## src/include/mem_macros.svh

```systemverilog
`ifndef MEM_MACROS_SVH
`define MEM_MACROS_SVH

// Data and address width
`define MEM_XLEN 32

// Byte banks making up one data word
`define MEM_LANES 4

// Word address width of each bank for 1024 entries
`define MEM_BANK_AWIDTH 10

// Lowest byte address bit used as bank address
`define MEM_BANK_ALO 2

`endif

```

## src/verilog/mem_pkg.sv

```systemverilog
`include "mem_macros.svh"

package mem_pkg;

    // Access width and extension of a load or store
    typedef enum logic [2:0] {
        MEM_BYTE  = 3'd0,
        MEM_HALF  = 3'd1,
        MEM_WORD  = 3'd2,
        MEM_UBYTE = 3'd3,
        MEM_UHALF = 3'd4
    } mem_mask_t;

    // Read bytes from all banks with lane 0 at the lowest address
    typedef logic [`MEM_LANES-1:0][7:0] lane_data_t;

endpackage

```

## src/verilog/mem_stage_ifs.sv

```systemverilog
`timescale 1ns/1ns
`include "mem_macros.svh"


// Memory/writeback register contents
interface mem_wb_if import mem_pkg::*; ();
    logic                 valid;
    logic                 mem_read;
    mem_mask_t            mem_type;
    logic [1:0]           byte_offset;
    logic [`MEM_XLEN-1:0] reg_data;
    logic [4:0]           rd;

    modport source (output valid, mem_read, mem_type, byte_offset, reg_data, rd);
    modport sink (input valid, mem_read, mem_type, byte_offset, reg_data, rd);
endinterface


```

## src/verilog/writeback_stage.sv

```systemverilog
`timescale 1ns/1ns
`include "mem_macros.svh"

module writeback_stage import mem_pkg::*; (
    mem_wb_if.sink               mw,
    input  lane_data_t           lanes,
    output logic                 wb_valid,
    output logic [4:0]           wb_rd,
    output logic [`MEM_XLEN-1:0] wb_result
);

    logic [7:0]           sel_byte;
    logic [15:0]          sel_half;
    logic [`MEM_XLEN-1:0] load_value;

    // Bytes named by the address offset
    assign sel_byte = lanes[mw.byte_offset];
    assign sel_half = mw.byte_offset[1] ? {lanes[3], lanes[2]} : {lanes[1], lanes[0]};

    always_comb begin
        case (mw.mem_type)
            MEM_BYTE:  load_value = {{(`MEM_XLEN-8){sel_byte[7]}}, sel_byte};
            MEM_HALF:  load_value = {{(`MEM_XLEN-16){sel_half[15]}}, sel_half};
            MEM_UBYTE: load_value = {{(`MEM_XLEN-8){1'b0}}, sel_byte};
            MEM_UHALF: load_value = {{(`MEM_XLEN-16){1'b0}}, sel_half};
            MEM_WORD:  load_value = lanes;
            default:   load_value = '0;
        endcase
    end

    assign wb_result = mw.mem_read ? load_value : mw.reg_data;
    assign wb_valid  = mw.valid;
    assign wb_rd     = mw.rd;

endmodule
```

## src/flat_wrapper.sv

```systemverilog
// flat-port wrapper written by rule: the top's interface ports become plain ports
module writeback_stage_flat import mem_pkg::*;
  (lanes, wb_valid, wb_rd, wb_result, mw_valid, mw_mem_read, mw_mem_type, mw_byte_offset, mw_reg_data, mw_rd);
  mem_wb_if mw_i ();
  input  lane_data_t lanes;
  output logic wb_valid;
  output logic [4:0] wb_rd;
  output logic [`MEM_XLEN-1:0] wb_result;
  input wire logic [$bits(mw_i.valid)-1:0] mw_valid;
  input wire logic [$bits(mw_i.mem_read)-1:0] mw_mem_read;
  input wire logic [$bits(mw_i.mem_type)-1:0] mw_mem_type;
  input wire logic [$bits(mw_i.byte_offset)-1:0] mw_byte_offset;
  input wire logic [$bits(mw_i.reg_data)-1:0] mw_reg_data;
  input wire logic [$bits(mw_i.rd)-1:0] mw_rd;
  assign mw_i.valid = mw_valid;
  assign mw_i.mem_read = mw_mem_read;
  assign mw_i.mem_type = mw_mem_type;
  assign mw_i.byte_offset = mw_byte_offset;
  assign mw_i.reg_data = mw_reg_data;
  assign mw_i.rd = mw_rd;
  writeback_stage u_core (.mw(mw_i), .lanes(lanes), .wb_valid(wb_valid), .wb_rd(wb_rd), .wb_result(wb_result));
endmodule
```

## config.mk

```make
export PLATFORM = sky130hd
export DESIGN_NAME = writeback_stage_flat
export DESIGN_NICKNAME = d
export VERILOG_FILES = /design/src/verilog/mem_pkg.sv /design/src/verilog/mem_stage_ifs.sv /design/src/verilog/writeback_stage.sv /design/src/flat_wrapper.sv
export VERILOG_INCLUDE_DIRS = /design/src /design/src/include
export SDC_FILE = /design/constraint.sdc
export NUM_CORES = 1
export LEC_CHECK = 0
export ABC_CLOCK_PERIOD_IN_PS = 4300
export BUFFER_PORTS_ARGS = -buffer_cell sky130_fd_sc_hd__clkbuf_2
export CAP_MARGIN = 10
export CORE_MARGIN = 1
export CORE_UTILIZATION = 40
export DETAILED_ROUTE_END_ITERATION = 6
export PLACE_DENSITY = 0.95
export SLEW_MARGIN = 20
export SYNTH_ARGS = -nofsm -noshare
export SYNTH_HDL_FRONTEND = slang
export SYNTH_SLANG_ARGS = --single-unit
```

## constraint.sdc

```tcl
create_clock -name vclk -period 4.3
set_input_delay 0.43 -clock vclk [all_inputs]
set_output_delay 0.43 -clock vclk [all_outputs]
set_load 0.05 [all_outputs]
```

* Word level (Yosys, flattened, before mapping) *
Index checks and enable logic that the tools add are counted.

operators by class
  order comparisons = 1
  equal/unequal tests = 4
  multiplexer cells = 5
  reductions and logical operators = 1

operators by type and width
  cell                  count
  $pmux W32 S5          1
  $mux W32              1
  $bmux W8 S2           1
  $mux W16              1
  $mux W8               1
  $eq A3 B2 Y1 const B  2
  $eq A3 B1 Y1 const B  1
  $eq A3 B3 Y1 const B  1
  $logic_not A3 Y1      1
  $lt A2 B3 Y1 const B  1

word-level totals
  register bits = 0
  bits of input ports = 76
  output and inout port bits = 38
  word-level logic and storage cells = 11

* Depth between registers and ports, before layout *
  word-level depth = 4
  mapped depth = 8
  depth with buffers taken out = 5

* Worst setup path after synthesis *
Ideal clock, no wire load.

  kind = input-to-output
  start = input port mw_mem_read
  end = output port wb_result[7]
  arrival = 1.930 ns
  data required time = 3.870 ns
  setup slack = 1.940 ns
  cell stages on the path = 5
  buffers on the path = 2
  cell sequence = inv_1 > clkbuf_1 > clkbuf_1 > a31oi_1 > o211ai_1

on the way
  cells in the longest elaborated chain, start to end = 1

RTL lines
  what                line                   source
  start: declaration  flat_wrapper.sv:10     input wire logic [$bits(mw_i.mem_read)-1:0] mw_mem_read;
  $mux W32            writeback_stage.sv:31  assign wb_result = mw.mem_read ? load_value : mw.reg_data;
  end: declaration    flat_wrapper.sv:8      output logic [`MEM_XLEN-1:0] wb_result;

No other way between the ends.

* Final worst setup path *
  start = input port mw_byte_offset[1]
  end = output port wb_result[23]

on the way
  cells in the longest elaborated chain, start to end = 4
  elaborated cells between the ends (all ways) = 5
  classes of those cells = mux: 5

RTL lines
  what                           line                   source
  start: declaration             flat_wrapper.sv:12     input wire logic [$bits(mw_i.byte_offset)-1:0] mw_byte_offset;
  $bmux W8 S2                    writeback_stage.sv:17  assign sel_byte = lanes[mw.byte_offset];
  $mux W8 (implied by the code)  writeback_stage.sv:17
  $pmux W32 S5 *                 writeback_stage.sv:21  case (mw.mem_type)
  $mux W32 *                     writeback_stage.sv:31

Every way passes the cells marked *; elsewhere a longest branch is shown, timed or not. The select of a mux whose other input is x is not followed.

==> flow_metrics.env <==
export IMPL_setup_viol=0
export IMPL_place_area_um2=1530
export IMPL_fp_dieArea_um2=2950
export IMPL_initialDrtViolationCount=52
export IMPL_tns_ps=0
export IMPL_port_buffers=102
export IMPL_grt_pass1_vias=1319
export IMPL_dp_slack_ps=1490
export IMPL_arrival_ps=2370
export IMPL_track_usage=0.253
export IMPL_antenna_found_initial=0
export IMPL_yosys_area_top_type="a221o_1"
export IMPL_cp_start_kind="primary input"
export IMPL_layoutNonFillerInstCount=265
export IMPL_seq_area_frac_synth=0
export IMPL_area_growth_syn_to_layout_pct=39.5
export IMPL_ctsResizeCount=0
export IMPL_fin_util=0.605
export IMPL_synth_most_common_cell="a221o_1"
export IMPL_drv_cap=0
export IMPL_crit_type="in2out"
export IMPL_max_freq_mhz=357
export IMPL_worst_slew_pin_slew_ps=598
export IMPL_cpPeakStageDelay_ps=600
export IMPL_synth_cells=156
export IMPL_synth_top_cell_area_share=0.256
export IMPL_synth_area_top_cells="a221o_1 (26%), a22oi_1 (8.9%), mux2_2 (7.2%)"
export IMPL_viasPerCell=6.01
export IMPL_firstDrtPassIters=4
export IMPL_coreArea_um2=2520
export IMPL_syn_area_um2=1090
export IMPL_powerDensity_nw_per_um2=168
export IMPL_nClkBuffers=0
export IMPL_cellLeakagePower_nw=0.817
export IMPL_die_h_um=54.3
export IMPL_seqCellArea_um2=0
export IMPL_syn_num_nets=232
export IMPL_crit_fanout=20
export IMPL_synth_cell_types=37
export IMPL_vias=1592
export IMPL_ys_top_cells_by_count="a221o_1 (28), nor2_1 (19), a22oi_1 (13)"
export IMPL_hold_class="in2out"
export IMPL_syn_avg_cell_area_um2=7.01
export IMPL_finalCritPeriodShare=0.651
export IMPL_cts_hold_buf=0
export IMPL_place_hpwl_um=3080
export IMPL_design_seq_count=0
export IMPL_final_hold_violation_count=0
export IMPL_grt_start_max_net_pins=39
export IMPL_critical_path_cell_chain="clkbuf_2 -> mux4_2 -> nor2_1 -> nor4bb_2 -> buf_4 -> a221o_1 -> clkbuf_2"
export IMPL_finalCriticalPeriod_ps=2800
export IMPL_status="completed"
export IMPL_slew_viol_final=0
export IMPL_globalplace_congestion=0.856
export IMPL_yosysWarnings=0
export IMPL_dp_cells=265
export IMPL_n_antenna_cell=0
export IMPL_grt_first_pass_wirelength_um=5750
export IMPL_cpMaxStageDelayCell="mux4_2"
export IMPL_hold_ws_ps=860
export IMPL_start_util=0.434
export IMPL_wl_per_cell_um=14.8
export IMPL_worst_slack_ps=1500
export IMPL_rsz0062_at_grt="false"
export IMPL_slew_headroom=0.602
export IMPL_cp_end_kind="primary output"
export IMPL_routed_wl_um=3920
export IMPL_drc=0
export IMPL_p_total_mw=0.257
export IMPL_ioPinCount=114
export IMPL_layout_drive_gt1_share=0.489
export IMPL_fin_nets=313
export IMPL_ant_nets=0
export IMPL_fin_area_um2=1530
export IMPL_critPathMostFrequentCell="clkbuf_2"
export IMPL_die_w_um=54.3
export IMPL_fp_row_count=18
export IMPL_post_cts_setup_buffer_count=0
export IMPL_overflow=0
export IMPL_peakVddDrop_mv=0.140
export IMPL_crit_required_ps=3870
==> critical path: cells and delay by family <==
kind	cells	cell delay, ps
AOI/OAI and AO/OA	1	270
and+or+nand+nor	2	190
muxes	1	600
buffers and inverters	3	860
==> cell type report <==
type | instances | area, um^2
multi-input combinational | 123 | 932
fill | 237 | 997
tap | 30 | 37.5
inverter | 8 | 30.0
timing repair buffer | 104 | 526
==> report_power, final <==
part	internal, mW	switching (mW)
clock	0	0
sequential	0	0
combinational	0.0858	0.171
total	0.0858	0.171
==> final timing paths <==
check / from / end / depth (start not counted) / slack [ps]
setup / recovery: mw_byte_offset[1] / wb_result[23] / 7 / 1500
hold / removal: mw_valid / wb_valid / 0 / 860
==> placed cells by master (no fill, tap or decap), drive strengths merged, types with 3 or more instances in the layout <==
| master | count |
|---|---|
| nand2 | 8 |
| and2 | 3 |
| mux2 | 7 |
| mux2i | 6 |
| nor2b | 4 |
| inv | 8 |
| a221o | 28 |
| nor2 | 19 |
| a22oi | 13 |
| o22ai | 6 |
| clkbuf | 102 |
| a21oi | 3 |
| nand3 | 3 |
==> cell families (layout without fill, tap and decap cells) <==
family / after synthesis / after routing / share of synthesized area
AOI/OAI and AO/OA: 62 / 62 / 0.478
xor gates and xnor gates: 2 / 2 / 0.0160
buffers and inverters: 33 / 112 / 0.153
muxes: 14 / 14 / 0.148
and+or+nand+nor: 45 / 45 / 0.205
==> layer usage <==
metal	GRT usage	share of wire	up-vias
met2	0.453	0.51	91
met5	0	0	-
met3	0.0306	0.097	2
met1	0.322	0.39	725
li1	-	-	774
met4	0.0470	0.0031	0
No activity file was read; power rests on OpenSTA's default activity.
