<file path="config.mk">
export PLATFORM = sky130hd
export DESIGN_NAME = mem_access_stage_flat
export DESIGN_NICKNAME = d
export VERILOG_FILES = /design/src/verilog/mem_pkg.sv /design/src/verilog/mem_stage_ifs.sv /design/src/verilog/mem_access_stage.sv /design/src/flat_wrapper.sv
export VERILOG_INCLUDE_DIRS = /design/src /design/src/include
export SDC_FILE = /design/constraint.sdc
export NUM_CORES = 1
export LEC_CHECK = 0
export BUFFER_PORTS_ARGS = -buffer_cell sky130_fd_sc_hd__buf_4
export CAP_MARGIN = 20
export CORE_AREA = 8 8 122 124
export CTS_CLUSTER_DIAMETER = 150
export DETAILED_ROUTE_END_ITERATION = 16
export DIE_AREA = 0 0 130 132
export PLACE_DENSITY = 0.63
export SKIP_CTS_REPAIR_TIMING = 1
export SYNTH_ARGS = -nofsm -noshare
export SYNTH_HDL_FRONTEND = slang
export SYNTH_SLANG_ARGS = --single-unit
export TNS_END_PERCENT = 1
</file>
<file path="constraint.sdc">
create_clock -name clk -period 1.9 [get_ports clk]
set_clock_uncertainty 0.05 [all_clocks]
set_input_delay 0.38 -clock clk [delete_from_list [all_inputs] [get_ports clk]]
set_output_delay 0.38 -clock clk [all_outputs]
set_load 0.01 [all_outputs]
</file>
<file path="src/include/mem_macros.svh">
`ifndef MEM_MACROS_SVH
`define MEM_MACROS_SVH

// Data and address width
`define MEM_XLEN 32

// Byte banks making up one data word
`define MEM_LANES 4

// Word address width of each bank for 1024 entries
`define MEM_BANK_AWIDTH 10

// Lowest byte address bit used as bank address
`define MEM_BANK_ALO 2

`endif

</file>
<file path="src/verilog/mem_pkg.sv">
`include "mem_macros.svh"

package mem_pkg;

    // Access width and extension of a load or store
    typedef enum logic [2:0] {
        MEM_BYTE  = 3'd0,
        MEM_HALF  = 3'd1,
        MEM_WORD  = 3'd2,
        MEM_UBYTE = 3'd3,
        MEM_UHALF = 3'd4
    } mem_mask_t;

    // Read bytes from all banks with lane 0 at the lowest address
    typedef logic [`MEM_LANES-1:0][7:0] lane_data_t;

endpackage

</file>
<file path="src/verilog/mem_stage_ifs.sv">
`timescale 1ns/1ns
`include "mem_macros.svh"

// Execute results held for the memory-access stage
interface ex_mem_if import mem_pkg::*; ();
    logic                 valid;
    logic                 mem_read;
    logic                 mem_write;
    logic                 jal;
    logic                 lui;
    mem_mask_t            mem_type;
    logic [`MEM_XLEN-1:0] alu_out;
    logic [`MEM_XLEN-1:0] store_data;
    logic [`MEM_XLEN-1:0] imm;
    logic [`MEM_XLEN-1:0] pc_inc;
    logic                 wb_forward;
    logic [4:0]           rd;

    modport source (output valid, mem_read, mem_write, jal, lui, mem_type,
                    output alu_out, store_data, imm, pc_inc, wb_forward, rd);
    modport sink (input valid, mem_read, mem_write, jal, lui, mem_type,
                  input alu_out, store_data, imm, pc_inc, wb_forward, rd);
endinterface

// Memory/writeback register contents
interface mem_wb_if import mem_pkg::*; ();
    logic                 valid;
    logic                 mem_read;
    mem_mask_t            mem_type;
    logic [1:0]           byte_offset;
    logic [`MEM_XLEN-1:0] reg_data;
    logic [4:0]           rd;

    modport source (output valid, mem_read, mem_type, byte_offset, reg_data, rd);
    modport sink (input valid, mem_read, mem_type, byte_offset, reg_data, rd);
endinterface

// One byte bank access port
interface bank_if;
    logic [`MEM_BANK_AWIDTH-1:0] addr;
    logic                        re;
    logic                        we;
    logic [7:0]                  wdata;
    logic [7:0]                  rdata;

    modport port (output addr, re, we, wdata, input rdata);
    modport bank (input addr, re, we, wdata, output rdata);
endinterface

</file>
<file path="src/verilog/mem_access_stage.sv">
`timescale 1ns/1ns
`include "mem_macros.svh"

module mem_access_stage import mem_pkg::*; (
    input  logic                 clk,
    input  logic                 reset,
    ex_mem_if.sink               em,
    input  logic [`MEM_XLEN-1:0] wb_result,
    bank_if.port                 lane0,
    bank_if.port                 lane1,
    bank_if.port                 lane2,
    bank_if.port                 lane3,
    mem_wb_if.source             mw
);

    logic [`MEM_XLEN-1:0]        write_data;
    logic [`MEM_XLEN-1:0]        store_lanes;
    logic [`MEM_XLEN-1:0]        reg_data;
    logic [1:0]                  byte_offset;
    logic [`MEM_BANK_AWIDTH-1:0] bank_addr;
    logic [`MEM_LANES-1:0]       lane_sel;
    logic [`MEM_LANES-1:0]       wr_lanes;
    logic [`MEM_LANES-1:0]       rd_lanes;
    logic                        store_type;

    // Forwarded writeback result replaces the store data
    assign write_data = em.wb_forward ? wb_result : em.store_data;

    assign byte_offset = em.alu_out[1:0];
    assign bank_addr   = em.alu_out[`MEM_BANK_ALO +: `MEM_BANK_AWIDTH];

    // Lanes covered by the access
    always_comb begin
        lane_sel = '0;
        case (em.mem_type)
            MEM_BYTE, MEM_UBYTE: lane_sel[byte_offset] = 1'b1;
            MEM_HALF, MEM_UHALF: lane_sel = byte_offset[1] ? 4'b1100 : 4'b0011;
            MEM_WORD:            lane_sel = 4'b1111;
            default:             lane_sel = '0;
        endcase
    end

    // Unsigned types are loads only
    assign store_type = (em.mem_type == MEM_BYTE) || (em.mem_type == MEM_HALF) ||
                        (em.mem_type == MEM_WORD);

    assign wr_lanes = lane_sel & {`MEM_LANES{em.valid & em.mem_write & store_type}};
    assign rd_lanes = lane_sel & {`MEM_LANES{em.valid & em.mem_read}};

    // Replicate the low bytes so each enabled lane sees its byte
    always_comb begin
        case (em.mem_type)
            MEM_BYTE: store_lanes = {4{write_data[7:0]}};
            MEM_HALF: store_lanes = {2{write_data[15:0]}};
            default:  store_lanes = write_data;
        endcase
    end

    assign lane0.addr  = bank_addr;
    assign lane0.re    = rd_lanes[0];
    assign lane0.we    = wr_lanes[0];
    assign lane0.wdata = store_lanes[7:0];

    assign lane1.addr  = bank_addr;
    assign lane1.re    = rd_lanes[1];
    assign lane1.we    = wr_lanes[1];
    assign lane1.wdata = store_lanes[15:8];

    assign lane2.addr  = bank_addr;
    assign lane2.re    = rd_lanes[2];
    assign lane2.we    = wr_lanes[2];
    assign lane2.wdata = store_lanes[23:16];

    assign lane3.addr  = bank_addr;
    assign lane3.re    = rd_lanes[3];
    assign lane3.we    = wr_lanes[3];
    assign lane3.wdata = store_lanes[31:24];

    // Link address wins over the upper immediate
    assign reg_data = em.jal ? em.pc_inc : (em.lui ? em.imm : em.alu_out);

    always_ff @(posedge clk) begin
        if (reset) begin
            mw.valid    <= 1'b0;
            mw.mem_read <= 1'b0;
        end else begin
            mw.valid    <= em.valid;
            mw.mem_read <= em.valid & em.mem_read;
        end
    end

    always_ff @(posedge clk) begin
        mw.mem_type    <= em.mem_type;
        mw.byte_offset <= byte_offset;
        mw.reg_data    <= reg_data;
        mw.rd          <= em.rd;
    end

endmodule

</file>
<file path="src/flat_wrapper.sv">
// flat-port wrapper written by rule: the top's interface ports become plain ports
module mem_access_stage_flat import mem_pkg::*;
  (clk, reset, wb_result, em_valid, em_mem_read, em_mem_write, em_jal, em_lui, em_mem_type, em_alu_out, em_store_data, em_imm, em_pc_inc, em_wb_forward, em_rd, lane0_addr, lane0_re, lane0_we, lane0_wdata, lane0_rdata, lane1_addr, lane1_re, lane1_we, lane1_wdata, lane1_rdata, lane2_addr, lane2_re, lane2_we, lane2_wdata, lane2_rdata, lane3_addr, lane3_re, lane3_we, lane3_wdata, lane3_rdata, mw_valid, mw_mem_read, mw_mem_type, mw_byte_offset, mw_reg_data, mw_rd);
  ex_mem_if em_i ();
  bank_if lane0_i ();
  bank_if lane1_i ();
  bank_if lane2_i ();
  bank_if lane3_i ();
  mem_wb_if mw_i ();
  input  logic clk;
  input  logic reset;
  input  logic [`MEM_XLEN-1:0] wb_result;
  input wire logic [$bits(em_i.valid)-1:0] em_valid;
  input wire logic [$bits(em_i.mem_read)-1:0] em_mem_read;
  input wire logic [$bits(em_i.mem_write)-1:0] em_mem_write;
  input wire logic [$bits(em_i.jal)-1:0] em_jal;
  input wire logic [$bits(em_i.lui)-1:0] em_lui;
  input wire logic [$bits(em_i.mem_type)-1:0] em_mem_type;
  input wire logic [$bits(em_i.alu_out)-1:0] em_alu_out;
  input wire logic [$bits(em_i.store_data)-1:0] em_store_data;
  input wire logic [$bits(em_i.imm)-1:0] em_imm;
  input wire logic [$bits(em_i.pc_inc)-1:0] em_pc_inc;
  input wire logic [$bits(em_i.wb_forward)-1:0] em_wb_forward;
  input wire logic [$bits(em_i.rd)-1:0] em_rd;
  output wire logic [$bits(lane0_i.addr)-1:0] lane0_addr;
  output wire logic [$bits(lane0_i.re)-1:0] lane0_re;
  output wire logic [$bits(lane0_i.we)-1:0] lane0_we;
  output wire logic [$bits(lane0_i.wdata)-1:0] lane0_wdata;
  input wire logic [$bits(lane0_i.rdata)-1:0] lane0_rdata;
  output wire logic [$bits(lane1_i.addr)-1:0] lane1_addr;
  output wire logic [$bits(lane1_i.re)-1:0] lane1_re;
  output wire logic [$bits(lane1_i.we)-1:0] lane1_we;
  output wire logic [$bits(lane1_i.wdata)-1:0] lane1_wdata;
  input wire logic [$bits(lane1_i.rdata)-1:0] lane1_rdata;
  output wire logic [$bits(lane2_i.addr)-1:0] lane2_addr;
  output wire logic [$bits(lane2_i.re)-1:0] lane2_re;
  output wire logic [$bits(lane2_i.we)-1:0] lane2_we;
  output wire logic [$bits(lane2_i.wdata)-1:0] lane2_wdata;
  input wire logic [$bits(lane2_i.rdata)-1:0] lane2_rdata;
  output wire logic [$bits(lane3_i.addr)-1:0] lane3_addr;
  output wire logic [$bits(lane3_i.re)-1:0] lane3_re;
  output wire logic [$bits(lane3_i.we)-1:0] lane3_we;
  output wire logic [$bits(lane3_i.wdata)-1:0] lane3_wdata;
  input wire logic [$bits(lane3_i.rdata)-1:0] lane3_rdata;
  output wire logic [$bits(mw_i.valid)-1:0] mw_valid;
  output wire logic [$bits(mw_i.mem_read)-1:0] mw_mem_read;
  output wire logic [$bits(mw_i.mem_type)-1:0] mw_mem_type;
  output wire logic [$bits(mw_i.byte_offset)-1:0] mw_byte_offset;
  output wire logic [$bits(mw_i.reg_data)-1:0] mw_reg_data;
  output wire logic [$bits(mw_i.rd)-1:0] mw_rd;
  assign em_i.valid = em_valid;
  assign em_i.mem_read = em_mem_read;
  assign em_i.mem_write = em_mem_write;
  assign em_i.jal = em_jal;
  assign em_i.lui = em_lui;
  assign em_i.mem_type = em_mem_type;
  assign em_i.alu_out = em_alu_out;
  assign em_i.store_data = em_store_data;
  assign em_i.imm = em_imm;
  assign em_i.pc_inc = em_pc_inc;
  assign em_i.wb_forward = em_wb_forward;
  assign em_i.rd = em_rd;
  assign lane0_addr = lane0_i.addr;
  assign lane0_re = lane0_i.re;
  assign lane0_we = lane0_i.we;
  assign lane0_wdata = lane0_i.wdata;
  assign lane0_i.rdata = lane0_rdata;
  assign lane1_addr = lane1_i.addr;
  assign lane1_re = lane1_i.re;
  assign lane1_we = lane1_i.we;
  assign lane1_wdata = lane1_i.wdata;
  assign lane1_i.rdata = lane1_rdata;
  assign lane2_addr = lane2_i.addr;
  assign lane2_re = lane2_i.re;
  assign lane2_we = lane2_i.we;
  assign lane2_wdata = lane2_i.wdata;
  assign lane2_i.rdata = lane2_rdata;
  assign lane3_addr = lane3_i.addr;
  assign lane3_re = lane3_i.re;
  assign lane3_we = lane3_i.we;
  assign lane3_wdata = lane3_i.wdata;
  assign lane3_i.rdata = lane3_rdata;
  assign mw_valid = mw_i.valid;
  assign mw_mem_read = mw_i.mem_read;
  assign mw_mem_type = mw_i.mem_type;
  assign mw_byte_offset = mw_i.byte_offset;
  assign mw_reg_data = mw_i.reg_data;
  assign mw_rd = mw_i.rd;
  mem_access_stage u_core (.clk(clk), .reset(reset), .em(em_i), .wb_result(wb_result), .lane0(lane0_i), .lane1(lane1_i), .lane2(lane2_i), .lane3(lane3_i), .mw(mw_i));
endmodule
</file>
### Yosys cells after proc, flatten, opt, wreduce, memory -nomap -nowiden

Cells that the tools add are included.

* register bits after elaboration: 44
* input bits: 208
* output and inout port bits: 124
* logic and storage cells: 31

* order comparisons: 2
* equal/unequal tests: 4
* muxes and demuxes: 8
* bitwise operators: 5
* reductions and logical operators: 6

Operators by type and width (count)
* 32-bit 2-to-1 mux: 3
* 32-bit case mux with 2 select lines: 1
* 4-bit case mux with 3 select lines: 1
* 4-bit AND: 2
* 3-bit by 2-bit == test with 1-bit output, second input constant: 2
* 4-bit 2-to-1 mux: 1
* 2-bit OR reduction: 2
* 1-bit AND: 3
* 3-bit by 1-bit == test with 1-bit output, second input constant: 1
* 3-bit == test, second input constant: 1
* 3-bit logical NOT: 1
* 2-bit by 3-bit less-than comparator with 1-bit output, second input constant: 1
* 1-bit demux with 2-bit select: 1
* 2-bit by 1-bit greater-or-equal comparator with 1-bit output, second input constant: 1
* 1-bit logical OR: 2
* 1-bit logical AND: 1
* 1-bit 2-to-1 mux: 1

### Depth between registers and ports, before layout

Gate-level depths: netlist (run 1).

* word-level depth: 6
* mapped depth: 5
* mapped depth without buffers: 3

### Worst setup path before layout (run 1)

No wires, ideal clock.

* kind: input-to-output
* start: input port em_wb_forward
* end: output port lane2_wdata[1]
* arrival: 1.323 ns
* required time: 1.470 ns
* path slack: 0.147 ns
* stages on the path: 5
* buffers on the path: 2
* cells stage by stage: buf_2 buf_2 mux2_2 nand2_1 o21ai_1

* longest elaborated chain between the ends: 2

Ends and longest elaborated chain
* from (decl): line flat_wrapper.sv:23 `input wire logic [$bits(em_i.wb_forward)-1:0] em_wb_forward;`
* 32-bit 2-to-1 mux: line mem_access_stage.sv:27 `assign write_data = em.wb_forward ? wb_result : em.store_data;`
* 32-bit case mux with 2 select lines: line mem_access_stage.sv:52 `case (em.mem_type)`
* to (decl): line flat_wrapper.sv:38 `output wire logic [$bits(lane2_i.wdata)-1:0] lane2_wdata;`

Every way passes these cells.

### Worst setup path in the final report (run 1)

* start: input port em_mem_type[0]
* end: output port lane3_wdata[1]

* longest elaborated chain between the ends: 2
* elaborated cells on any way between the ends: 3
* those cells by class: eq/ne (1); mux (1); reduce/logical (1)

Ends and longest elaborated chain
* from (decl): line flat_wrapper.sv:18 `input wire logic [$bits(em_i.mem_type)-1:0] em_mem_type;`
* 3-bit by 1-bit == test with 1-bit output / 3-bit logical NOT (equally long branches): line mem_access_stage.sv:52
* 32-bit case mux with 2 select lines (*): line mem_access_stage.sv:52
* to (decl): line flat_wrapper.sv:43 `output wire logic [$bits(lane3_i.wdata)-1:0] lane3_wdata;`

Every way passes the cells marked *; elsewhere a longest branch is shown, timed or not.

==> impl_metrics.env, run 1 <==
export IMPL_io_pins=332
export IMPL_cts_buffer_depth=2
export IMPL_peakVddDrop_v=0.000333
export IMPL_worstSetupStartpointType="primary input"
export IMPL_drtIter0Drc=109
export IMPL_wl_per_cell_um=16.5
export IMPL_fp_dieW_um=130
export IMPL_endpoint_kind="output pin"
export IMPL_syn_nets=517
export IMPL_fillers=1267
export IMPL_wl_um=12300
export IMPL_placed_cell_area_mm2=0.00502
export IMPL_clock_fmax_mhz=530
export IMPL_drc=0
export IMPL_dp_slack_ns=-0.211
export IMPL_antenna_found_initial=0
export IMPL_hold_path_class="primary input to flip-flop"
export IMPL_critPathArrivalTime_ns=1.46
export IMPL_seqCellArea_um2=881
export IMPL_setup_violations=0
export IMPL_worstSetupPathType="primary input to output pin"
export IMPL_post_synth_instance_area_mm2=0.00285
export IMPL_grt_usage_pct=13.1
export IMPL_die_h_um=132
export IMPL_power_per_cell_area_mw_per_mm2=589
export IMPL_cp_cell_sequence="clkbuf_16, mux2_4, mux4_2, buf_6"
export IMPL_critPathMaxStageDelay_ns=0.49
export IMPL_n_antenna_cell=0
export IMPL_total_leakage_power_nw=2.68
export IMPL_cts_sinks=44
export IMPL_start_util_pct=21.9
export IMPL_worst_path_stages=4
export IMPL_core_mm2=0.0130
export IMPL_ys_types=21
export IMPL_fin_crit_ns=1.89
export IMPL_h_tree_depth=2
export IMPL_rows=42
export IMPL_synthesis_instances=309
export IMPL_vias=3155
export IMPL_fin_nets=774
export IMPL_multi_input_area_mm2=0.00157
export IMPL_area_growth_pct=85.0
export IMPL_yosysWarnings=0
export IMPL_dp_hpwl_um=10500
export IMPL_final_layout_size_suffix_gt1_share_pct=62.4
export IMPL_seq_area_frac_synth_pct=30.9
export IMPL_status="completed"
export IMPL_hold_path_depth=1
export IMPL_max_cap_violations=0
export IMPL_layout_commonest_cell="buf_4"
export IMPL_synth_seq_cells=44
export IMPL_vias_per_cell=4.25
export IMPL_portBuffers=299
export IMPL_first_global_vias=3482
export IMPL_cp_max_fo=8
export IMPL_slew_violations=0
export IMPL_required_ns=1.47
export IMPL_dieArea_mm2=0.0172
export IMPL_cts_buffers=5
export IMPL_slowest_stage="mux4_2"
export IMPL_mostFrequentLayoutCells="buf_4, nand2_1, o21ai_1, mux2i_1, dfxtp_1"
export IMPL_relSlewSlack_pct=61.0
export IMPL_cts_tree="yes"
export IMPL_routabilityCongestion=0.871
export IMPL_grt_pass1_wl_um=18000
export IMPL_ant_nets=0
export IMPL_cts_root_buf="clkbuf_16"
export IMPL_grt_start_max_net_pins=65
export IMPL_critical_path_top_delay_family="multiplexers"
export IMPL_firstDrtPassIters=4
export IMPL_critPathBufInv=2
export IMPL_design_area_mm2=0.00527
export IMPL_tightest_slew_ns=0.586
export IMPL_timing_final_crit_share_pct=99.3
export IMPL_cts_clk_slew_worst_paths_ns=0.06
export IMPL_fin_ws_ns=0.0138
export IMPL_syn_avg_cell_area_um2=9.21
export IMPL_finalHoldViolations=0
export IMPL_overflow=0
[power by group]
part / leakage [nW] / switching, mW / total [mW] / internal, mW
logic: 2.23 / 0.447 / 1.10 / 0.654
clock network: 0.0804 / 0.362 / 0.986 / 0.624
registers: 0.371 / 0.0201 / 1.02 / 0.997
[metal layers]
layer / vias to the layer above / part of all wire [%] / global-route usage (%)
li1: 1548 / - / -
met1: 1406 / 34 / 12.6
met2: 184 / 52 / 24.7
met3: 17 / 12 / 5.10
met4: 0 / 1.9 / 4.39
met5: - / 0 / 0
[kinds of logic after synthesis]
family          count (synthesis)  synth area share, %
mux                            80                 34.5
compound gates                 62                 10.9
buf+inv                        62                 14.5
simple gates                   61                 9.01
flops                          44                 30.9
[registers in the layout, indices dropped and copies added (netlist names)]
register / count
u_core.mw.byte_offset: 2
u_core.mw.reg_data: 32
u_core.mw.mem_read: 1
u_core.mw.mem_type: 3
u_core.mw.rd: 5
u_core.mw.valid: 1
[synth_stat cells]
cell type / instances / area share [%]
nand2_1: 50 / 6.6
o21ai_1: 49 / 8.6
mux2i_1: 48 / 17
dfxtp_1: 44 / 31
buf_4: 42 / 11
mux2_4: 14 / 7.4
mux2_2: 10 / 4.0
a21oi_1: 9 / 1.6
clkbuf_1: 9 / 1.2
mux4_2: 8 / 6.3
buf_2: 7 / 1.2
nor2b_1: 4 / 0.88
nor2_1: 3 / 0.40
o21ai_0: 3 / 0.53
buf_6: 2 / 0.79
inv_1: 2 / 0.26
a31oi_1: 1 / 0.22
and2_1: 1 / 0.22
nand4b_1: 1 / 0.31
nor3_2: 1 / 0.35
nor3b_1: 1 / 0.26
[per-stage QoR]
stage / power [mW] / setup TNS (ns) / hold slack, ns / utilization (%) / instances
floorplan: 1.51 / 0 / 0.358 / - / 309
global placement: 2.11 / -1.97 / 0.435 / 38.7 / 734
detailed placement: 2.13 / -2.31 / 0.437 / 38.7 / 734
CTS: 3.15 / -2.48 / 0.139 / 40.0 / 742
global route: 3.27 / -0.00571 / 0.138 / 40.6 / 743
finish: 3.10 / 0 / 0.148 / 40.6 / 743
[cell type report]
| cell class | count | share of cell area [%] |
|---|---|---|
| clock inverter | 3 | 0.879 |
| multi-input combinational | 203 | 29.9 |
| timing repair buffer | 310 | 45.8 |
| clock buffer | 5 | 2.38 |
| sequential | 44 | 16.7 |
| inverter | 2 | 0.143 |
| tap | 176 | 4.18 |
[path summary, 6_finish.rpt]
check / from / to / slack (ns)
min: em_rd[4] / u_core.mw.rd[4]$_DFF_P_ / 0.15
max: em_mem_type[0] / lane3_wdata[1] / 0.01
No activity file was read; power rests on OpenSTA's default activity.
==> run 2, diff against run 1 <==
Settings changed: ABC_CLOCK_PERIOD_IN_PS set to 1940.
Clock period 1.9 ns to 1.94 ns, I/O delays scaled along.
==> run 2 against run 1 <==
  * Hold slack better by 0.0060 ns
  * Non-clock buffer count did not move
  * Sequential power barely moved
  * Total power decreased by 2.1%
  * Final area is 0.29% lower
  * Critical path depth stayed put
  * Combinational power hardly changed
  * Highest routed layer unchanged
==> impl_metrics.env, run 2 (synthesized netlist as in run 1, its figures left out) <==
export IMPL_cts_tree="yes"
export IMPL_start_util_pct=21.9
export IMPL_firstDrtPassIters=4
export IMPL_area_growth_pct=84.5
export IMPL_peakVddDrop_v=0.000291
export IMPL_min_from="em_rd[4]"
export IMPL_critPathArrivalTime_ns=1.48
export IMPL_cts_buffers=5
export IMPL_tightest_slew_ns=0.581
export IMPL_grt_start_max_net_pins=65
export IMPL_total_leakage_power_nw=2.67
export IMPL_final_util_pct=40.5
export IMPL_vias_per_cell=4.26
export IMPL_largest_register_ffs=32
export IMPL_design_area_mm2=0.00525
export IMPL_cp_max_fo=9
export IMPL_total_power_mw=3.04
export IMPL_dieArea_mm2=0.0172
export IMPL_rows=42
export IMPL_slew_violations=0
export IMPL_io_pins=332
export IMPL_placed_cell_area_mm2=0.00503
export IMPL_hold_path_depth=1
export IMPL_worstSetupStartpointType="primary input"
export IMPL_regMostFlops="u_core.mw.reg_data"
export IMPL_ant_nets=0
export IMPL_overflow=0
export IMPL_drc=0
export IMPL_portBuffers=299
export IMPL_grt_pass1_wl_um=18000
export IMPL_power_per_cell_area_mw_per_mm2=579
export IMPL_mostFrequentLayoutCells="buf_4, nand2_1, o21ai_1, mux2i_1, dfxtp_1"
export IMPL_required_ns=1.50
export IMPL_worstSetupPathType="primary input to output pin"
export IMPL_hold_path_class="primary input to flip-flop"
export IMPL_status="completed"
export IMPL_cts_buffer_depth=2
export IMPL_dp_hpwl_um=10500
export IMPL_first_global_vias=3457
export IMPL_clock_fmax_mhz=520
export IMPL_wl_per_cell_um=16.6
export IMPL_setup_violations=0
export IMPL_fin_crit_ns=1.92
export IMPL_tns_ns=0
export IMPL_layout_commonest_cell="buf_4"
export IMPL_die_h_um=132
export IMPL_fin_ws_ns=0.0182
export IMPL_dp_slack_ns=-0.182
export IMPL_reg_top3="u_core.mw.reg_data: 32 flops, u_core.mw.rd: 5 flops, u_core.mw.mem_type: 3 flops"
export IMPL_rsz0062_at_grt="false"
export IMPL_max_cap_violations=0
export IMPL_cts_clk_slew_worst_paths_ns=0.06
export IMPL_vias=3162
export IMPL_timing_final_crit_share_pct=99.1
export IMPL_cts_root_buf="clkbuf_16"
export IMPL_hold_end="u_core.mw.rd[4]$_DFF_P_"
export IMPL_drtIter0Drc=126
export IMPL_antenna_found_initial=0
export IMPL_relSlewSlack_pct=61.3
export IMPL_fin_nets=774
export IMPL_cts_sinks=44
export IMPL_finalHoldViolations=0
export IMPL_fp_dieW_um=130
export IMPL_grt_usage_pct=13.2
export IMPL_routabilityCongestion=0.853
export IMPL_h_tree_depth=2
export IMPL_wl_um=12300
export IMPL_critPathLaunch="em_mem_type[0]"
export IMPL_final_layout_size_suffix_gt1_share_pct=62.1
export IMPL_n_antenna_cell=0
export IMPL_endpoint_kind="output pin"
export IMPL_core_mm2=0.0130
run 2: worst max-delay path by stage:
stage / depth (start not counted) / to
floorplan: 5 / lane2_wdata[1]
global placement: 4 / lane3_wdata[0]
detailed placement: 4 / lane3_wdata[0]
CTS: 4 / lane3_wdata[0]
global route: 4 / lane3_wdata[0]
finish: 4 / lane3_wdata[0]
run 2: critical path: stages:
cell and delay [ns]:
buf_16 0.12, mux2_2 0.34, mux4_2 0.47, buf_4 0.16
run 2: power breakdown:
group / internal (mW) / switching (mW) / leakage, nW
clock network: 0.612 / 0.358 / 0.0804
logic: 0.637 / 0.438 / 2.22
registers: 0.976 / 0.0193 / 0.371
run 2: metrics by stage:
stage | cells | hold slack [ns]
floorplan | 309 | 0.366
global placement | 734 | 0.443
detailed placement | 734 | 0.445
CTS | 742 | 0.146
global route | 743 | 0.144
finish | 743 | 0.154
run 2: metal layers:
metal / vias up / GRT usage, % / wire length [um]
li1: 1548 / - / -
met1: 1421 / 12.6 / 4360
met2: 186 / 25.4 / 6360
met3: 7 / 5.14 / 1450
met4: 0 / 3.55 / 140
met5: - / 0 / 0
run 2: cell type report:
cell class,instances,area (um^2)
flip-flops and latches,44,881
well taps,176,220
multi-input cells,203,1560
clock buffers,5,125
fillers,1287,7730
inverters,2,7.51
clock inverters,3,46.3
repair buffers,310,2410
